==> src/rtl/harness_pkg.sv <==
package harness_pkg;

    localparam int ADDR_W = 32;
    localparam int DATA_W = 32;
    localparam int BE_W   = DATA_W / 8;  // One enable per byte lane

    typedef logic [ADDR_W-1:0] addr_t;
    typedef logic [DATA_W-1:0] data_t;
    typedef logic [BE_W-1:0]   be_t;

    // Core side request, held stable until gnt
    typedef struct packed {
        logic  req;
        logic  we;
        be_t   be;
        addr_t addr;
        data_t wdata;
    } obi_req_t;

    typedef struct packed {
        logic  gnt;     // Single cycle grant
        logic  rvalid;  // Single cycle response
        data_t rdata;
    } obi_rsp_t;

    // Wishbone classic master outputs
    typedef struct packed {
        logic  cyc;
        logic  stb;
        logic  we;
        be_t   sel;
        addr_t addr;
        data_t dat;
    } wb_req_t;

    typedef struct packed {
        logic  ack;
        data_t dat;
    } wb_rsp_t;

    typedef enum logic [1:0] {
        BR_IDLE,  // Waiting for a request
        BR_BUS,   // Wishbone cycle open
        BR_RESP   // Returning the response
    } bridge_state_e;

endpackage

==> src/rtl/obi_wb_bridge.sv <==
`timescale 1ns/1ps

module obi_wb_bridge
    import harness_pkg::*;
(
    input  logic     sys_clk,
    input  logic     rst_i,
    input  logic     core_rst_i,
    input  obi_req_t obi_req_i,
    output obi_rsp_t obi_rsp_o,
    output wb_req_t  wb_req_o,
    input  wb_rsp_t  wb_rsp_i
);

    bridge_state_e state_q;
    bridge_state_e state_d;

    logic  grant;
    logic  bus_open;
    logic  bus_done;

    // Latched request payload
    logic  we_q;
    be_t   sel_q;
    addr_t addr_q;
    data_t wdata_q;

    data_t rdata_q;  // Word returned with the ack

    // Grant only from idle and never while the core is held in reset
    assign grant    = (state_q == BR_IDLE) && obi_req_i.req && !core_rst_i;
    assign bus_open = (state_q == BR_BUS);
    assign bus_done = bus_open && wb_rsp_i.ack;

    always_comb begin
        state_d = state_q;
        case (state_q)
            BR_IDLE: begin
                if (grant) begin
                    state_d = BR_BUS;
                end
            end
            BR_BUS: begin
                if (wb_rsp_i.ack) begin
                    state_d = BR_RESP;
                end
            end
            BR_RESP: state_d = BR_IDLE;  // rvalid lasts one cycle
            default: state_d = BR_IDLE;
        endcase
    end

    always_ff @(posedge sys_clk) begin
        if (rst_i) begin
            state_q <= BR_IDLE;
        end else begin
            state_q <= state_d;
        end
    end

    // Payload capture and read data register
    always_ff @(posedge sys_clk) begin
        if (grant) begin
            we_q    <= obi_req_i.we;
            sel_q   <= obi_req_i.be;
            addr_q  <= obi_req_i.addr;
            wdata_q <= obi_req_i.wdata;
        end
        if (bus_done) begin
            rdata_q <= wb_rsp_i.dat;
        end
    end

    // Wishbone master side, cyc and stb move together
    always_comb begin
        wb_req_o.cyc  = bus_open;
        wb_req_o.stb  = bus_open;
        wb_req_o.we   = we_q;
        wb_req_o.sel  = sel_q;
        wb_req_o.addr = addr_q;
        wb_req_o.dat  = wdata_q;
    end

    // Core side response
    always_comb begin
        obi_rsp_o.gnt    = grant;
        obi_rsp_o.rvalid = (state_q == BR_RESP);
        obi_rsp_o.rdata  = rdata_q;
    end

endmodule

==> config.mk <==
export PLATFORM = sky130hd
export DESIGN_NAME = obi_wb_bridge
export DESIGN_NICKNAME = d
export VERILOG_FILES = /design/src/rtl/harness_pkg.sv /design/src/rtl/obi_wb_bridge.sv
export SDC_FILE = /design/constraint.sdc
export NUM_CORES = 1
export LEC_CHECK = 0
export ABC_AREA = 0
export BUFFER_PORTS_ARGS = -buffer_cell sky130_fd_sc_hd__buf_2
export CORE_ASPECT_RATIO = 1.1
export CORE_MARGIN = 5
export CORE_UTILIZATION = 35
export CTS_CLUSTER_SIZE = 8
export DETAILED_ROUTE_END_ITERATION = 8
export PLACE_DENSITY = 0.72
export SKIP_CTS_REPAIR_TIMING = 1
export SYNTH_ARGS = -nofsm -noshare
export SYNTH_HDL_FRONTEND = slang
export SYNTH_SLANG_ARGS = --single-unit
==> constraint.sdc <==
create_clock -name sys_clk -period 10.57 [get_ports sys_clk]
set_input_delay 1.057 -clock sys_clk [delete_from_list [all_inputs] [get_ports sys_clk]]
set_output_delay 1.057 -clock sys_clk [all_outputs]
set_load 0.02 [all_outputs]
# Yosys cells after proc, flatten, opt, wreduce, memory -nomap -nowiden
# Index checks and enable logic that the tools add are counted.
[word_totals]
ff_bits = 103
input_bits = 106
output_inout_bits = 105
word_cells = 19
[op_classes]
eq_ne = 4
mux = 3
n_reduce_logical = 6
[ops]
columns = ["op", "n"]
rows = [
  ["$mux 2", 2],
  ["$ne 2x2->1 const B", 2],
  ["$pmux 2 s2", 1],
  ["$logic_and 1x1->1", 3],
  ["$eq 2x1->1 const B", 1],
  ["$eq 2x2->1 const B", 1],
  ["$logic_not 2->1", 1],
  ["$reduce_and 2->1", 1],
  ["$logic_not 1->1", 1],
]

# Longest topological paths before layout
[depth]
depth_word = 5
depth_mapped = 2
mapped_depth_nobuf = 2

# Least setup slack after synthesis
# Ideal clock, no wire load.
[synth_path]
kind = "input-to-output"
start = "input core_rst_i"
end = "output obi_rsp_o[33] (netlist name)"
arrival_ps = 9223
t_required_ps = 9513
setup_slack_ps = 290
path_stages = 2
n_path_buf = 1
cell_sequence = "nor4b_1 > buf_4"
[synth_lines]
columns = ["element", "line_no", "source"]
rows = [
  ["start, declared", "obi_wb_bridge.sv:8", "input logic core_rst_i,"],
  ["end, declared", "obi_wb_bridge.sv:10", "output obi_rsp_t obi_rsp_o,"],
]

==> metrics.md <==
| Metric | Value |
|---|---|
| Routed WL per cell | `approximately 18 um` |
| Aggregate global-route resource usage | `0.144` |
| Gr ovfl total | `0` |
| Root Driver | `clkbuf_8` |
| Most common cell after layout, fill and taps aside | `buf_2` |
| Die X | `about 100 um` |
| Setup tns final | `0 ns` |
| Core Rows | `36` |
| Yosys top cell by area | `edfxtp_1` |
| Largest family of logic cells by synthesized area | `simple AND/OR/NAND/NOR gates` |
| Drt via density | `4.38` |
| Post-layout util | `0.510` |
| Die extent in y | `between 100 and 150 um` |
| Mux cell area share after synthesis | `0` |
| Setup repair after global routing missed its margin | `false` |
| Final hold violation count | `0` |
| Critical Path RT | `9.51 ns` |
| Global-route wire length before repair | `11.4 mm` |
| Post-Synthesis Cells | `about 120` |
| Number of buffers created by CTS | `9` |
| Main area contributors after synthesis | `edfxtp_1 96%, dfxtp_1 1.3%, buf_4 0.95%` |
| Die area | `11100 um2` |
| Antenna cells | `0` |
| Count of pins over their slew limit | `0` |
| Post-Synth Simple-Gate Area | `0.0174` |
| Share of layout cells above drive strength 1 | `0.676` |
| Syn Nets | `221` |
| Distinct cells, synth | `10` |
| Critical Path Fanout Max | `70` |
| Fin Hold WS | `0.515 ns` |
| Power per cell area | `165 nW/um2` |
| Top Ports | `211` |
| Synth-to-Final Area Change | `42.7%` |
| Initial antenna violation count | `1` |
| Most frequent cells in the layout | `210 x buf_2, 101 x edfxtp_1, 9 x clkbuf_8` |
| CP cell instances | `buf_2 > nor4b_2 > buf_4 > buf_2` |
| Synth Area in Adders | `0` |
| Placed Area | `4360 um2` |
| Clk Latency, worst-skew pair | `roughly 0.36 ns` |
| Setup crit end kind | `primary output` |
| Design Area, Final | `4520 um2` |
| Detailed Route Iter0 Violations | `44` |
| TritonCTS clock tree | `built` |
| Initial Utilization | `0.357` |
| Max_slew headroom | `0.437` |
| Placer Congestion | `0.774` |
| Vias in the first global route | `1991` |
| Max stage delay on crit path | `0.70 ns` |
| Worst EP arrival | `2.39 ns` |
| Clock sinks | `103` |
| Maximum root-to-sink buffer count | `2` |
| Synth warn | `0` |
| Final WL | `8.25 mm` |
| Fin crit share | `0.326` |
| Critical-path top delay cell | `buf_4` |
| HP Class | `reg2reg` |
| Nets | `between 400 and 500` |
| Worst Skew | `0.00715 ns` |
| Cell mode on critical path | `buf_2` |
| Compound-Gate Fraction of Synth Area | `0.00395` |
| Post-route ant nets | `0` |
| Max Cap Violations | `0` |
| Synthesis-stage register bit count | `103` |
| Fmax | `0.290 GHz` |
| Critical path class | `in2out` |
| Leakage | `1.90 nW` |
| Final setup violation count | `0` |
| Detailed-route DRC error count | `0` |
| Area share of the largest cell type after synthesis | `0.957` |
| Status | `completed` |
| Worst slew pin tran | `approximately 0.85 ns` |
| Synth Area in XOR/XNOR | `0` |
| Core area | `8870 um2` |
| VDD IR max | `0.0656 mV` |
| H-Tree Level Count | `3` |
| Largest net degree at the start of global routing | `71` |
| Synthesized area | `3170 um2` |
| Clock slew at reported path FFs | `around 0.090 ns` |
| Number of detailed-route iterations in the first pass | `4` |
| # port buffers | `210` |
| Avg Cell Area, Syn | `27.6 um2` |
| Crit path launch type | `input port` |
| Crit path time final | `3.45 ns` |
| Via count | `approximately 2.0k` |
| Register area share after synthesis | `0.969` |
| Placed wire-length estimate | `6.58 mm` |
==> flip-flops by register name, summed over array words and instances, names as in the netlist <==
| register | cells |
|---|---|
| state_q | 2 |
| addr_q | 32 |
| rdata_q | 32 |
| we_q | 1 |
| sel_q | 4 |
| wdata_q | 32 |
==> power by group <==
part	switching, mW	internal (mW)	total [mW]	leakage, nW
Clock	0.129	0.0853	0.214	0.0811
Sequential	0.00379	0.467	0.471	0.950
Combinational	0.0380	0.0241	0.0621	0.871
Total	0.171	0.576	0.747	1.90
==> cells by family (layout without fill, tap and decap cells) <==
family          after synthesis  count (layout)
compound gates                1               1
buf+inv                       4             228
flops                       103             103
simple gates                  7               7
==> cell type report <==
cell class / count / area, um2
Fill cell: 761 / 4350
Sequential cell: 103 / 3070
Timing Repair Buffer: 212 / 1070
Tap cell: 114 / 143
Clock buffer: 9 / 124
Multi-Input combinational cell: 8 / 73.8
Clock inverter: 7 / 45.0
==> metrics by stage <==
| stage | worst slack (ns) | cells | total power, mW |
|---|---|---|---|
| 2_1_floorplan | 0.290 | 115 | 0.511 |
| 3_3_place_gp | 7.13 | 437 | 0.541 |
| 3_5_place_dp | 7.10 | 437 | 0.544 |
| 4_1_cts | 7.10 | 453 | 0.760 |
| 5_1_grt | 7.01 | 453 | 0.782 |
| 6_report | 7.12 | 453 | 0.747 |
==> synthesized netlist by cell type <==
| master | number |
|---|---|
| a211oi_2 | 1 |
| nor2b_1 | 2 |
| buf_4 | 4 |
| or2b_1 | 1 |
| nor4b_1 | 1 |
| edfxtp_1 | 101 |
| dfxtp_1 | 2 |
| and2b_2 | 1 |
| and3b_1 | 1 |
| or3b_1 | 1 |
==> layer usage <==
metal / track usage / wire length [um]
met1: 0.162 / 2820
met2: 0.223 / 3920
met3: 0.0780 / 1340
met4: 0.0722 / 155
met5: 0 / 13
==> critical path, delay by kind of cell <==
kind	cells	cell delay (ns)
buf+inv	3	1.11
simple gates	1	0.20
==> final timing paths <==
path	start	endpoint	slack (ns)	depth (start not counted)
hold reg to reg	state_q[1]	state_q[0]	0.52	1
hold / removal	state_q[1]	state_q[0]	0.52	1
setup / recovery	core_rst_i	obi_rsp_o[33]	7.12	4
setup reg to reg	state_q[1]	addr_q[11]	8.84	2
Note: power is estimated with default switching activity, not from simulation.
