[config.mk]
export PLATFORM = sky130hd
export DESIGN_NAME = core_reset_ctrl
export DESIGN_NICKNAME = d
export VERILOG_FILES = /design/src/rtl/core_reset_ctrl.sv
export SDC_FILE = /design/constraint.sdc
export NUM_CORES = 1
export LEC_CHECK = 0
export ABC_AREA = 1
export BUFFER_PORTS_ARGS = -buffer_cell sky130_fd_sc_hd__buf_4
export CAP_MARGIN = 30
export CORE_AREA = 10 10 47 49
export DETAILED_ROUTE_END_ITERATION = 10
export DIE_AREA = 0 0 57 59
export GPL_ROUTABILITY_DRIVEN = 0
export PLACE_DENSITY = 0.43
export SLEW_MARGIN = 20
export SYNTH_ARGS = -nofsm -noshare
export SYNTH_HDL_FRONTEND = slang
export SYNTH_SLANG_ARGS = --single-unit
export TNS_END_PERCENT = 5
[constraint.sdc]
create_clock -name sys_clk -period 1.45 [get_ports sys_clk]
set_input_delay 0.2175 -clock sys_clk [delete_from_list [all_inputs] [get_ports sys_clk]]
set_output_delay 0.2175 -clock sys_clk [all_outputs]
set_load 0.05 [all_outputs]
[src/rtl/core_reset_ctrl.sv]
`timescale 1ns/1ps

module core_reset_ctrl #(
    parameter int RESET_CLK_CYCLES = 16
) (
    input  logic sys_clk,
    input  logic rst_i,
    output logic core_rst_o
);

    localparam int CNT_W = (RESET_CLK_CYCLES > 0) ? $clog2(RESET_CLK_CYCLES + 1) : 1;

    typedef logic [CNT_W-1:0] cnt_t;

    cnt_t hold_cnt;

    // Counter is reloaded for as long as the system reset is asserted
    always_ff @(posedge sys_clk) begin
        if (rst_i) begin
            hold_cnt   <= cnt_t'(RESET_CLK_CYCLES);
            core_rst_o <= 1'b1;
        end else if (hold_cnt != '0) begin
            hold_cnt   <= hold_cnt - 1'b1;  // Core still held
        end else begin
            core_rst_o <= 1'b0;  // Release once the count is spent
        end
    end

endmodule

======== Word level (Yosys, flattened, before mapping) ========
Index checks and enable logic that the tools add are counted.
storage, ports and cells
  flip-flop bits (word level) ............. 6
  input port bits ......................... 2
  output and inout bits ................... 1
cells by class
  $add $sub $neg .......................... 1
  reductions and logical operators ........ 1
operators with widths
  cell                                                                 number
  5-bit nonzero test                                                   1
  5-bit by 1-bit subtractor with 5-bit output (second input constant)  1

======== Logic depth before layout (Yosys ltp) ========
Gate-level depths: netlist (run 1).
  depth after elaboration ................. 1
  mapped depth ............................ 7

======== Least setup slack after synthesis (run 1) ========
No wires, ideal clock.
  path type ............................... register -> register
  start point ............................. register hold_cnt[0]
  end point ............................... register hold_cnt[3]
  setup time .............................. 0.112 ns
  data arrival time ....................... 0.917 ns
  setup slack ............................. 0.421 ns
  stages on the path, launching flop included .. 8
  buffers on the path ..................... 0
  period minus slack after synthesis ...... 1.029 ns
  cell sequence ........................... dfxtp_1 -> inv_1 -> ha_1 -> inv_1 -> nor2_4 -> nand2_1 -> nand2_1 -> nor2_1
on the way
  longest elaborated chain between the ends .. 1
  elaborated cells between the ends (all ways) .. 2
ends and longest elaborated chain
  what                                                                               line    RTL
  start: declaration                                                                 15      cnt_t hold_cnt;
  start signal: assignment                                                           20      hold_cnt <= cnt_t'(RESET_CLK_CYCLES);
  start signal: assignment                                                           23      hold_cnt <= hold_cnt - 1'b1;
  5-bit by 1-bit subtractor with 5-bit output or 5-bit nonzero test (tied branches)  23, 22
Several ways; a longest one is shown, not always the timed one.
A chain may end at the register's enable or synchronous reset.

======== Final worst setup path (run 1) ========
Ends and elaborated chain as after synthesis.

==> flow_summary.yaml, run 1 <==
outcome:
  run_status: "complete, no violations"
timing:
  fin_worst_skew_ns: 0.003755
  fmaxAchievable_mhz: 884.5
  max_slew_margin_pct: 82.89
  tightestPinTransition_ns: 0.2564
  rsz0062_at_grt: "no"
  period_needed_ns: 1.131
  tns_ns: 0
  setup_violations: 0
  finalHoldViolCount: 0
  drv_slew: 0
  finalCritPeriodShare_pct: 77.97
global_route:
  grt_pass1_wl_um: 814
  grt_max_degree: 8
  antenna_found_initial: 0
  grt_pass1_vias: 221
  grtUsageTotal_pct: 3.411
  overflow: 0
layout:
  final_cell_mix: "nand2_1, nor2_1, dfxtp_1"
  fillCellCount: 156
  stdcell_area_um2: 350.3
  fin_nets: 52
  layout_commonest_cell: "nand2_1"
  drive_above_1_share_pct: 17.39
  area_growth_pct: 19.66
  diodes: 0
clock_network:
  cts_resized: 0
  clk_pin_slew_ns: 0.05
  clkLatencyLatePin_ns: 0.25
  cts_sinks: 6
  htree_num_levels: 1
  cts_hold_buf: 0
  cts_buffer_depth: 2
  cts_buffers: 3
  cts_tree: "yes"
  postCtsSetupBuffers: 0
  cts_root_buffer: "clkbuf_4"
die:
  start_util_pct: 20.89
  rows: 14
  ios: 3
  coreArea_um2: 1401
  die_height_um: 59
  die_area_um2: 3363
  die_w_um: 57
placement:
  postPlaceCellArea_um2: 327.8
  port_buffers: 2
  dp_hpwl_um: 366.1
setup_path:
  crit_path_end_kind: "flip-flop"
  critPathMaxStageDelay_ns: 0.29
  crit_end: "hold_cnt[3]$_SDFFE_PP0P_"
  worstSetupStartpointType: "flip-flop"
  rr_worst_depth: 7
  path_buf_inv: 2
  required_ns: 1.59
  crit_chain: "inv_1, ha_1, inv_1, nor2_4, nand2_1, nand2_1, nor2_1"
  cp_top_family: "simple AND/OR/NAND/NOR gates"
  slowest_stage: "dfxtp_1"
  startpoint: "hold_cnt[0]$_SDFFE_PP0P_"
  r2r_slack_ns: 0.32
  r2r-start: "hold_cnt[0]$_SDFFE_PP0P_"
  critPathMaxFanout: 6
  worstSetupPathType: "reg -> reg"
  critical_path_depth: 7
  arrival_ns: 1.27
  r2r_end: "hold_cnt[3]$_SDFFE_PP0P_"
pwr:
  power_frac_comb_pct: 43.8
  pwr-share-seq_pct: 36.7
  intPower_mw: 0.4619
  power_leakage_nw: 0.1725
  p_switching_mw: 0.3292
  powerDensity_nw_per_um2: 2258
  vdd_drop_max_uv: 812.1
  power_frac_clock_pct: 19.5
  switching_share_pct: 41.61
synthesis:
  synth-seq-area-share_pct: 41.03
  synthTopCellsByArea: "dfxtp_1, nand2_1, ha_1, nand3_1, nor2_1"
  yosys.area.top_type: "dfxtp_1"
  syn_nets: 45
  synth_top_cell_area_share_pct: 41.03
  synth_seq_cells: 6
  ys_warn_count: 0
  syn-instance-count: 41
  avgSynthCellArea_um2: 7.141
  synth_area_um2: 292.8
  synth_cell_types: 11
job:
  drv_cap: 0
min_path:
  holdPathStages: 3
  min_path_type: "in -> reg"
  min-delay-start: "rst_i"
routing:
  drtAntennaViolNets: 0
  wl_per_cell_um: 7.403
  first_pass_iters: 4
  remaining_drc_errors: 0
  drt_iter0_drc: 4
  viasPerCell: 3.855
  vias: 239
  totalWireLength_um: 459
==> layout make-up <==
| cell class | count | area [um^2] | share of cell area [%] |
|---|---|---|---|
| multi-input cells | 29 | 150.1 | 42.86 |
| flip-flops and latches | 6 | 120.1 | 34.29 |
| clock buffers | 3 | 22.52 | 6.429 |
| inverters | 6 | 22.52 | 6.429 |
| well taps | 16 | 20.02 | 5.714 |
| repair buffers | 2 | 15.01 | 4.286 |
==> worst register-to-register path, delay by kind of cell (launching register included) <==
kind	cells	cell delay, ns
adder cells (fa/ha/maj)	1	0.19
buffers and inverters	2	0.20
flip-flops	1	0.29
AND/OR/NAND/NOR	4	0.35
==> power groups by stage <==
| stage | Combinational, mW | Clock, mW | Sequential, mW |
|---|---|---|---|
| 3_3_place_gp | 0.365 | 0 | 0.296 |
| 4_1_cts | 0.355 | 0.159 | 0.291 |
| 6_report | 0.347 | 0.154 | 0.290 |
| 2_1_floorplan | 0.271 | 0 | 0.308 |
| 5_1_grt | 0.413 | 0.174 | 0.300 |
| 3_5_place_dp | 0.352 | 0 | 0.292 |
==> flip-flops by register name, indices dropped and copies added, names as in the netlist <==
| register | count |
|---|---|
| core_rst_o | 1 |
| hold_cnt | 5 |
==> cell usage after synthesis <==
cell / instances
a21oi_1: 2
nand3_1: 5
xnor2_1: 1
dfxtp_1: 6
ha_1: 2
nand2_1: 11
inv_1: 5
nor2_1: 6
nor2_2: 1
inv_2: 1
nor2_4: 1
==> logic make-up after synthesis <==
logic type	count (synthesis)	share of synthesized area [%]
xor gates and xnor gates	1	2.992
and+or+nand+nor	24	36.32
buffers and inverters	6	7.692
adders and majority gates	2	8.546
DFF	6	41.03
AOI/OAI and AO/OA	2	3.419
==> layer usage <==
| layer | up-vias | GRT usage [%] | routed length, um |
|---|---|---|---|
| li1 | 136 | - | - |
| met2 | 5 | 4.186 | 165 |
| met3 | 2 | 1.931 | 19 |
| met4 | 0 | 5.034 | 19 |
| met5 | - | 0 | 0 |
| met1 | 96 | 3.318 | 254 |
==> worst min-delay path by stage <==
stage / end / slack [ns]
5_1_grt: core_rst_o$_SDFFE_PP1N_ / 0.19
3_3_place_gp: core_rst_o$_SDFFE_PP1N_ / 0.44
4_1_cts: core_rst_o$_SDFFE_PP1N_ / 0.18
3_5_place_dp: core_rst_o$_SDFFE_PP1N_ / 0.44
2_1_floorplan: core_rst_o$_SDFFE_PP1N_ / 0.32
6_report: core_rst_o$_SDFFE_PP1N_ / 0.18
==> stage by stage <==
stage	setup slack [ns]	utilization (%)	power, mW	cells	hold WS, ns
after floorplan	0.4213	-	0.5788	41	0.3237
final	0.3195	25.00	0.7912	62	0.1835
after global routing	0.1992	25.00	0.8871	62	0.1921
after CTS	0.3103	25.00	0.8045	62	0.1845
after detailed placement	0.3203	23.39	0.6447	59	0.4438
after global placement	0.3178	23.39	0.6605	59	0.4377
No activity file was read; power rests on OpenSTA's default activity.
==> inputs of run 2 (changes only) <==
==> constraint.sdc (replaced) <==
create_clock -name sys_clk -period 1.15 [get_ports sys_clk]
set_input_delay 0.1725 -clock sys_clk [delete_from_list [all_inputs] [get_ports sys_clk]]
set_output_delay 0.1725 -clock sys_clk [all_outputs]
set_load 0.05 [all_outputs]
==> flow_summary.yaml, run 2 (synthesized netlist as in run 1, its figures left out) <==
outcome:
  run_status: "complete, no violations"
setup_path:
  crit_chain: "inv_1, ha_1, inv_1, nor2_4, nand2_1, nand2_1, nor2_1"
  path_buf_inv: 2
  worstSetupPathType: "reg -> reg"
  r2r-start: "hold_cnt[0]$_SDFFE_PP0P_"
  critPathMaxStageDelay_ns: 0.29
  worstSetupStartpointType: "flip-flop"
  critPathMaxFanout: 5
  required_ns: 1.29
  slowest_stage: "dfxtp_1"
  cp_top_family: "simple AND/OR/NAND/NOR gates"
  crit_path_end_kind: "flip-flop"
  startpoint: "hold_cnt[0]$_SDFFE_PP0P_"
  arrival_ns: 1.20
routing:
  highest_layer: "met4"
  totalWireLength_um: 517
  viasPerCell: 3.841
  drtAntennaViolNets: 0
  wl_per_cell_um: 8.206
  first_pass_iters: 1
  remaining_drc_errors: 0
  met3WireLength_um: 30
  drt_iter0_drc: 0
  vias: 242
  wl_met1_um: 269
  met2_length_um: 209
pwr:
  intPower_mw: 0.5946
  switching_share_pct: 42.00
  p_switching_mw: 0.4306
  pwr-share-seq_pct: 35.9
  power_leakage_nw: 0.1766
  power_frac_comb_pct: 45.1
  powerDensity_nw_per_um2: 2865
  vdd_drop_max_uv: 928.9
  power_frac_clock_pct: 19.1
global_route:
  overflow: 0
  grtUsageTotal_pct: 3.843
  grt_pass1_wl_um: 972
  antenna_found_initial: 0
  grt_max_degree: 8
  grt_pass1_vias: 251
layout:
  final_cell_mix: "nand2_1, nor2_1, dfxtp_1"
  drive_above_1_share_pct: 21.28
  diodes: 0
  largest_reg_flops: 5
  layout_commonest_cell: "nand2_1"
  stdcell_area_um2: 357.8
  area_growth_pct: 22.22
  top_register: "hold_cnt"
  reg_top3: "hold_cnt x5, core_rst_o x1"
  fin_nets: 53
clock_network:
  cts_root_buffer: "clkbuf_4"
  cts_buffers: 3
  cts_tree: "yes"
  cts_hold_buf: 0
  clk_pin_slew_ns: 0.05
  cts_buffer_depth: 2
  postCtsSetupBuffers: 0
  clkLatencyLatePin_ns: 0.24
  cts_resized: 0
  cts_sinks: 6
  htree_num_levels: 1
die:
  die_area_um2: 3363
  coreArea_um2: 1401
  die_height_um: 59
  ios: 3
  die_w_um: 57
  start_util_pct: 20.89
  rows: 14
timing:
  fin_ws_ns: 0.08275
  max_slew_margin_pct: 81.64
  tns_ns: 0
  period_needed_ns: 1.067
  rsz0062_at_grt: "no"
  finalCritPeriodShare_pct: 92.80
  setup_violations: 0
  finalHoldViolCount: 0
  fin_worst_skew_ns: 0.001841
  drv_slew: 0
  fmaxAchievable_mhz: 937.0
  tightestPinTransition_ns: 0.2751
placement:
  postPlaceCellArea_um2: 335.3
  pre_cts_ws_ns: 0.07075
  dp_hpwl_um: 399.6
  port_buffers: 2
job:
  drv_cap: 0
min_path:
  min_path_type: "in -> reg"
  min-delay-start: "rst_i"
[run 2: final timing paths]
kind / slack, ns / endpoint / depth (start not counted)
max: 0.08 / hold_cnt[3]$_SDFFE_PP0P_ / 7
min: 0.14 / core_rst_o$_SDFFE_PP1N_ / 3
max reg2reg: 0.08 / hold_cnt[3]$_SDFFE_PP0P_ / 7
min reg2reg: 0.45 / core_rst_o$_SDFFE_PP1N_ / 2
[run 2: cell type report]
type                            instances  area (um^2)
Clock buffer                            3        22.52
Multi-Input combinational cell         29        150.1
Sequential cell                         6        120.1
Inverter                                6        22.52
Tap cell                               16        20.02
Timing Repair Buffer                    3        22.52
Fill cell                             162         1044
[run 2: worst reg2reg max path: stages (launching register included)]
cell and delay, ns:
dfxtp_1 0.29, inv_1 0.09, ha_1 0.17, inv_1 0.06, nor2_4 0.12, nand2_1 0.08, nand2_1 0.09, nor2_1 0.05
[run 2: stage by stage]
stage	std cells	utilization, %	power, mW	hold WS (ns)
floorplan	41	-	0.7298	0.2787
global placement	60	23.93	0.8282	0.3944
detailed placement	60	23.93	0.8304	0.3969
CTS	63	25.54	1.031	0.1429
global route	63	25.54	1.132	0.1581
finish	63	25.54	1.025	0.1433
[run 2: metal layers]
metal	up-vias	track usage (%)
met5	-	0
met4	0	5.034
met3	2	2.146
met2	3	4.806
met1	97	3.910
li1	140	-
[run 2: power groups by stage]
| stage | Combinational (mW) | Sequential (mW) | Clock [mW] |
|---|---|---|---|
| after detailed placement | 0.461 | 0.369 | 0 |
| after CTS | 0.464 | 0.366 | 0.201 |
| after floorplan | 0.341 | 0.388 | 0 |
| final | 0.462 | 0.368 | 0.195 |
| after global placement | 0.460 | 0.368 | 0 |
| after global routing | 0.532 | 0.383 | 0.216 |
